===== config.mk =====
export PLATFORM = sky130hd
export DESIGN_NAME = reg_scoreboard_flat
export DESIGN_NICKNAME = d
export VERILOG_FILES = /design/src/common/iq_pkg.sv /design/src/common/wakeup_if.sv /design/src/issue_queue/reg_scoreboard.sv /design/src/flat_wrapper.sv
export SDC_FILE = /design/constraint.sdc
export NUM_CORES = 1
export LEC_CHECK = 0
export BUFFER_PORTS_ARGS = -buffer_cell sky130_fd_sc_hd__clkbuf_2
export CORE_AREA = 8 8 115 117
export CTS_BUF_LIST = sky130_fd_sc_hd__clkbuf_8
export CTS_CLUSTER_SIZE = 20
export DETAILED_ROUTE_END_ITERATION = 8
export DIE_AREA = 0 0 123 125
export GPL_ROUTABILITY_DRIVEN = 0
export PLACE_DENSITY = 0.79
export SLEW_MARGIN = 40
export SYNTH_ARGS = -nofsm -noshare
export SYNTH_HDL_FRONTEND = slang
export SYNTH_SLANG_ARGS = --single-unit

===== constraint.sdc =====
create_clock -name clk -period 1.77 [get_ports clk]
set_clock_uncertainty 0.1 [all_clocks]
set_input_delay 0.177 -clock clk [delete_from_list [all_inputs] [get_ports clk]]
set_output_delay 0.177 -clock clk [all_outputs]
set_load 0.02 [all_outputs]

===== src/common/iq_pkg.sv =====
package iq_pkg;

    // queue geometry
    localparam int NUM_ENTRIES = 16;
    localparam int ENTRY_IDX_W = $clog2(NUM_ENTRIES);

    // three functional units, memory is the fourth forward source
    localparam int NUM_UNITS = 3;
    localparam int UNIT_W    = 2;
    localparam int NUM_FWD   = 4;

    // physical register file
    localparam int NUM_PREGS = 64;
    localparam int PREG_W    = $clog2(NUM_PREGS);

    localparam int XLEN      = 32;
    localparam int ROB_IDX_W = 6;

    // opcodes without an rs2 operand
    localparam logic [6:0] OPC_OP_IMM = 7'b0010011;
    localparam logic [6:0] OPC_LOAD   = 7'b0000011;

    typedef logic [PREG_W-1:0] preg_t;
    typedef logic [XLEN-1:0]   word_t;

    // 139 bits, funct3 sits at the top and the unit number at the bottom
    typedef struct packed {
        logic [2:0]           funct3;
        logic [6:0]           funct7;
        logic [6:0]           opcode;
        preg_t                rd;
        preg_t                rs1;
        word_t                rs1_val;
        preg_t                rs2;
        word_t                rs2_val;
        word_t                imm;
        logic [ROB_IDX_W-1:0] rob_index;
        logic [UNIT_W-1:0]    unit;
    } iq_entry_t;

endpackage


===== src/common/wakeup_if.sv =====
`timescale 1ns/1ps

// result forward bus, one slot per unit plus memory
interface wakeup_if;
    import iq_pkg::*;

    // one-cycle strobe, tag value final in that cycle
    logic [NUM_FWD-1:0] fwd_valid;
    preg_t              fwd_tag [NUM_FWD];
    word_t              fwd_val [NUM_FWD];

    modport source (
        output fwd_valid,
        output fwd_tag,
        output fwd_val
    );

    modport listener (
        input fwd_valid,
        input fwd_tag,
        input fwd_val
    );

endinterface


===== src/issue_queue/reg_scoreboard.sv =====
`timescale 1ns/1ps

module reg_scoreboard (
    input  logic          clk,
    input  logic          reset_n,
    input  logic          dispatch_en,
    input  iq_pkg::preg_t dispatch_rd,
    input  iq_pkg::preg_t rs1,
    input  iq_pkg::preg_t rs2,
    wakeup_if.listener    fwd,
    output logic          rs1_ready,
    output logic          rs2_ready
);
    import iq_pkg::*;

    // bit set once the value is available
    logic [NUM_PREGS-1:0] preg_ready;

    always_ff @(posedge clk or negedge reset_n) begin
        if (!reset_n) begin
            preg_ready <= '1;
        end else begin
            for (int s = 0; s < NUM_FWD; s++) begin
                if (fwd.fwd_valid[s]) begin
                    preg_ready[fwd.fwd_tag[s]] <= 1'b1;
                end
            end
            // new producer overrides a forward of the same tag
            if (dispatch_en) begin
                preg_ready[dispatch_rd] <= 1'b0;
            end
        end
    end

    // pre-edge state only since the entry array adds the bypass
    assign rs1_ready = preg_ready[rs1];
    assign rs2_ready = preg_ready[rs2];

endmodule


===== src/flat_wrapper.sv =====
// flat-port wrapper written by rule: the top's interface ports become plain ports
module reg_scoreboard_flat import iq_pkg::*;
  (clk, reset_n, dispatch_en, dispatch_rd, rs1, rs2, rs1_ready, rs2_ready, fwd_fwd_valid, fwd_fwd_tag, fwd_fwd_val);
  wakeup_if fwd_i ();
  input  logic clk;
  input  logic reset_n;
  input  logic dispatch_en;
  input  iq_pkg::preg_t dispatch_rd;
  input  iq_pkg::preg_t rs1;
  input  iq_pkg::preg_t rs2;
  output logic rs1_ready;
  output logic rs2_ready;
  input wire logic [$bits(fwd_i.fwd_valid)-1:0] fwd_fwd_valid;
  input wire logic [$bits(fwd_i.fwd_tag)-1:0] fwd_fwd_tag;
  input wire logic [$bits(fwd_i.fwd_val)-1:0] fwd_fwd_val;
  assign fwd_i.fwd_valid = fwd_fwd_valid;
  assign fwd_i.fwd_tag = {>>{fwd_fwd_tag}};
  assign fwd_i.fwd_val = {>>{fwd_fwd_val}};
  reg_scoreboard u_core (.clk(clk), .reset_n(reset_n), .dispatch_en(dispatch_en), .dispatch_rd(dispatch_rd), .rs1(rs1), .rs2(rs2), .fwd(fwd_i), .rs1_ready(rs1_ready), .rs2_ready(rs2_ready));
endmodule

==> run_results.csv <==
group,metric,value,unit
sta,setup_viol,2,
critical_path,worstSetupStartpoint,"u_core.preg_ready[7]$_DFF_PN1_",
power_and_ir_drop,p_int,4.20,mW
global_routing,grt_max_degree,65,
die,initial_core_util,0.464,
sta,worstMarginPinSlew,0.738,ns
clocking,insertion_delay,0.35,ns
placement,pre_cts_slack,-0.466,ns
power_and_ir_drop,pwr-share-clk,0.192,
finish,synthToLayoutAreaGrowth,23.5,%
finish,reg.largest.list,"u_core.preg_ready: 64 flops",
synthesis,syn_area,5390,um^2
critical_path,start_kind,"register",
detailed_routing,drt_pass1_iterations,9,
hold_path,hold_path.class,"primary input to register",
sta,slew_headroom,0.496,
sta,period_minus_slack,2.38,ns
synthesis,ys_seq_area_frac,0.312,
finish,final_util,0.573,
detailed_routing,vias,6436,
run_status,outcome,"complete, but fails checks",
sta,hold_viol,0,
detailed_routing,drt-vias-per-instance,7.41,
clocking,root_buffer,"clkbuf_8",
critical_path,r2r_end,"u_core.preg_ready[36]$_DFF_PN1_",
synthesis,synth.avg_cell_area,8.84,um^2
finish,largest_reg_flops,64,
placement,portBuffers,50,
finish,fin_cells,869,
die,core-area,11600,um^2
finish,ff_latch_area,1680,um^2
die,die_y,125,um
synthesis,yosysWarnings,0,
power_and_ir_drop,pwr-share-comb,0.386,
sta,worst_slack,-0.615,ns
critical_path,reg2reg_depth,3,
global_routing,grt_pass1_wl,35900,um
die,ioPinCount,179,
clocking,path_clk_slew,0.08,ns
synthesis,syn_nets,787,
clocking,cts.sinks,64,
finish,drive_gt1_frac,0.393,
critical_path,endpoint,"rs2_ready",
critical_path,r2r_start,"u_core.preg_ready[36]$_DFF_PN1_",
placement,placed_area,6430,um^2
die,num_rows,40,
sta,slew_viol_final,0,
clocking,htreeDepth,3,
critical_path,worst_setup_path_end_kind,"output pin",
synthesis,ys_ff_latch,64,
sta,fmax,419,MHz
finish,fillers,1022,
synthesis,syn-instance-count,610,
synthesis,synth_flop_cell,"dfstp_2",
die,die_x,123,um
detailed_routing,drc_errors,68,
finish,multiInputGateArea,3510,um^2
synthesis,synthDistinctLibCells,50,
clocking,clockBufferDepth,2,
power_and_ir_drop,p_leak,2.36,nW
global_routing,grt_overflow,0,
job,cap_violations,0,
critical_path,cp.required,1.49,ns
critical_path,reg2reg_slack,0.37,ns
die,die_area,15400,um^2
power_and_ir_drop,p_sw_frac,0.347,
critical_path,criticalPathCategory,"register to output pin",
run_status,violations,"DRC, setup timing",
synthesis,synth_edf_count,0,
synthesis,async_flop_share,1.00,
finish,largest-register,"u_core.preg_ready",
global_routing,grt_pass1_vias,6202,
sta,fin_crit_sh,1.35,
sta,finalSetupTns,-1.20,ns
power_and_ir_drop,power.density,967,nW/um^2
power_and_ir_drop,power_frac_seq,0.422,
clocking,cts_buffers,9,
sta,whs,0.0818,ns
clocking,post-cts-setup-buffers,0,
detailed_routing,drtIter0Drc,1732,
finish,final_cell_area,6660,um^2
global_routing,grt_usage,0.304,
detailed_routing,wl_per_cell,26.7,um
detailed_routing,routed_wl,23200,um
power_and_ir_drop,power.switching,2.23,mW
clocking,cts_tree,"done",
finish,finalNetCount,894,
critical_path,worstPathArrival,2.11,ns
placement,placedCellCount,852,
critical_path,path_max_fanout,3,
global_routing,antenna_found_initial,0,
sta,rsz0062_at_grt,"true",
placement,dp_hpwl,17400,um
power_and_ir_drop,total_power,6.44,mW
power_and_ir_drop,vdd_drop_max,0.469,mV
detailed_routing,ant_nets,0,
finish,diodes,0,
layer usage:
metal | wire, um | vias up | part of all wire | track usage
met5 | 0 | - | 0 | 0.00692
met4 | 1580 | 0 | 0.068 | 0.151
met3 | 3710 | 210 | 0.16 | 0.127
met2 | 9840 | 700 | 0.42 | 0.441
met1 | 8070 | 2895 | 0.35 | 0.379
li1 | - | 2631 | - | -
cell usage in the layout, fill, tap and decap left out, drive strengths merged, types with 4 or more instances in the layout:
cell | Yosys | final
a2111oi | 15 | 15
a21oi | 34 | 34
a31oi | 5 | 5
a32oi | 4 | 4
buf | 9 | 103
clkbuf | 48 | 58
dfstp | 64 | 64
inv | 7 | 8
mux2i | 11 | 11
mux4 | 31 | 31
nand2 | 48 | 48
nand2b | 7 | 7
nand3 | 17 | 17
nand3b | 16 | 16
nand4 | 10 | 10
nand4b | 6 | 6
nor2 | 65 | 65
nor2b | 7 | 7
nor3 | 35 | 35
nor3b | 4 | 4
o21ai | 18 | 18
o221ai | 6 | 6
o22ai | 75 | 75
o32a | 19 | 19
or2 | 5 | 5
or3 | 5 | 5
or3b | 6 | 6
final cells by class:
type	count	share of cell area
clock buffer	9	0.0186
clock inverter	7	0.00959
inverter	7	0.00395
multi-input combinational	482	0.527
sequential	64	0.253
tap	147	0.0276
timing repair buffer	153	0.160
timing repair:
action	4_1_cts	5_1_grt
pin swaps	5	6
hold buffers	1	0
gates resized for setup	5	6
hold endpoints to repair	20	0
endpoints found under the setup margin	2	2
critical path: stages (launching register included):
cell and delay (ns):
dfstp_2 0.41, mux4_2 0.48, mux2_4 0.30, a2111oi_4 0.35, nor3_4 0.06, clkbuf_8 0.16
logic make-up (layout without fill, tap and decap cells):
kind of cell | after synthesis | after routing | synth area share
and+or+nand+nor | 247 | 247 | 0.238
DFF | 64 | 64 | 0.312
muxes | 45 | 45 | 0.160
AOI/OAI and AO/OA | 190 | 190 | 0.241
buffers and inverters | 64 | 176 | 0.0490
cells in the mapped netlist (6+ instances only):
library cell,instances,share of area
o22ai_1,75,0.087
nor2_1,65,0.045
dfstp_2,64,0.31
clkbuf_1,48,0.033
nand2_1,48,0.033
nor3_1,35,0.032
a21oi_1,34,0.032
mux4_2,25,0.10
o32a_1,19,0.035
o21ai_0,18,0.017
nand3_1,17,0.016
nand3b_1,16,0.022
a2111oi_0,13,0.021
mux2i_1,11,0.020
nand4_1,10,0.012
inv_1,7,0.0049
nand2b_1,7,0.0081
nor2b_1,7,0.0081
mux4_1,6,0.029
nand4b_1,6,0.0097
o221ai_1,6,0.0097
or3b_2,6,0.0097
worst min-delay path by stage:
| stage | cells past startpoint | slack, ns | from | endpoint |
|---|---|---|---|---|
| 5_1_grt | 2 | 0.09 | dispatch_en | u_core.preg_ready[34]$_DFF_PN1_ |
| 6_report | 2 | 0.08 | dispatch_en | u_core.preg_ready[34]$_DFF_PN1_ |
| 3_3_place_gp | 2 | 0.37 | reset_n | u_core.preg_ready[43]$_DFF_PN1_ |
| 4_1_cts | 2 | 0.05 | dispatch_rd[2] | u_core.preg_ready[63]$_DFF_PN1_ |
| 2_1_floorplan | 0 | -0.07 | reset_n | u_core.preg_ready[0]$_DFF_PN1_ |
| 3_5_place_dp | 2 | 0.38 | reset_n | u_core.preg_ready[54]$_DFF_PN1_ |
power groups by stage:
stage	sequential (mW)	combinational, mW	clock (mW)
floorplan	2.43	1.34	0
global placement	2.62	2.28	0
detailed placement	2.66	2.36	0
CTS	2.64	2.40	1.24
global route	2.71	2.62	1.30
finish	2.72	2.49	1.23
Power figures use the tool's default switching activity.
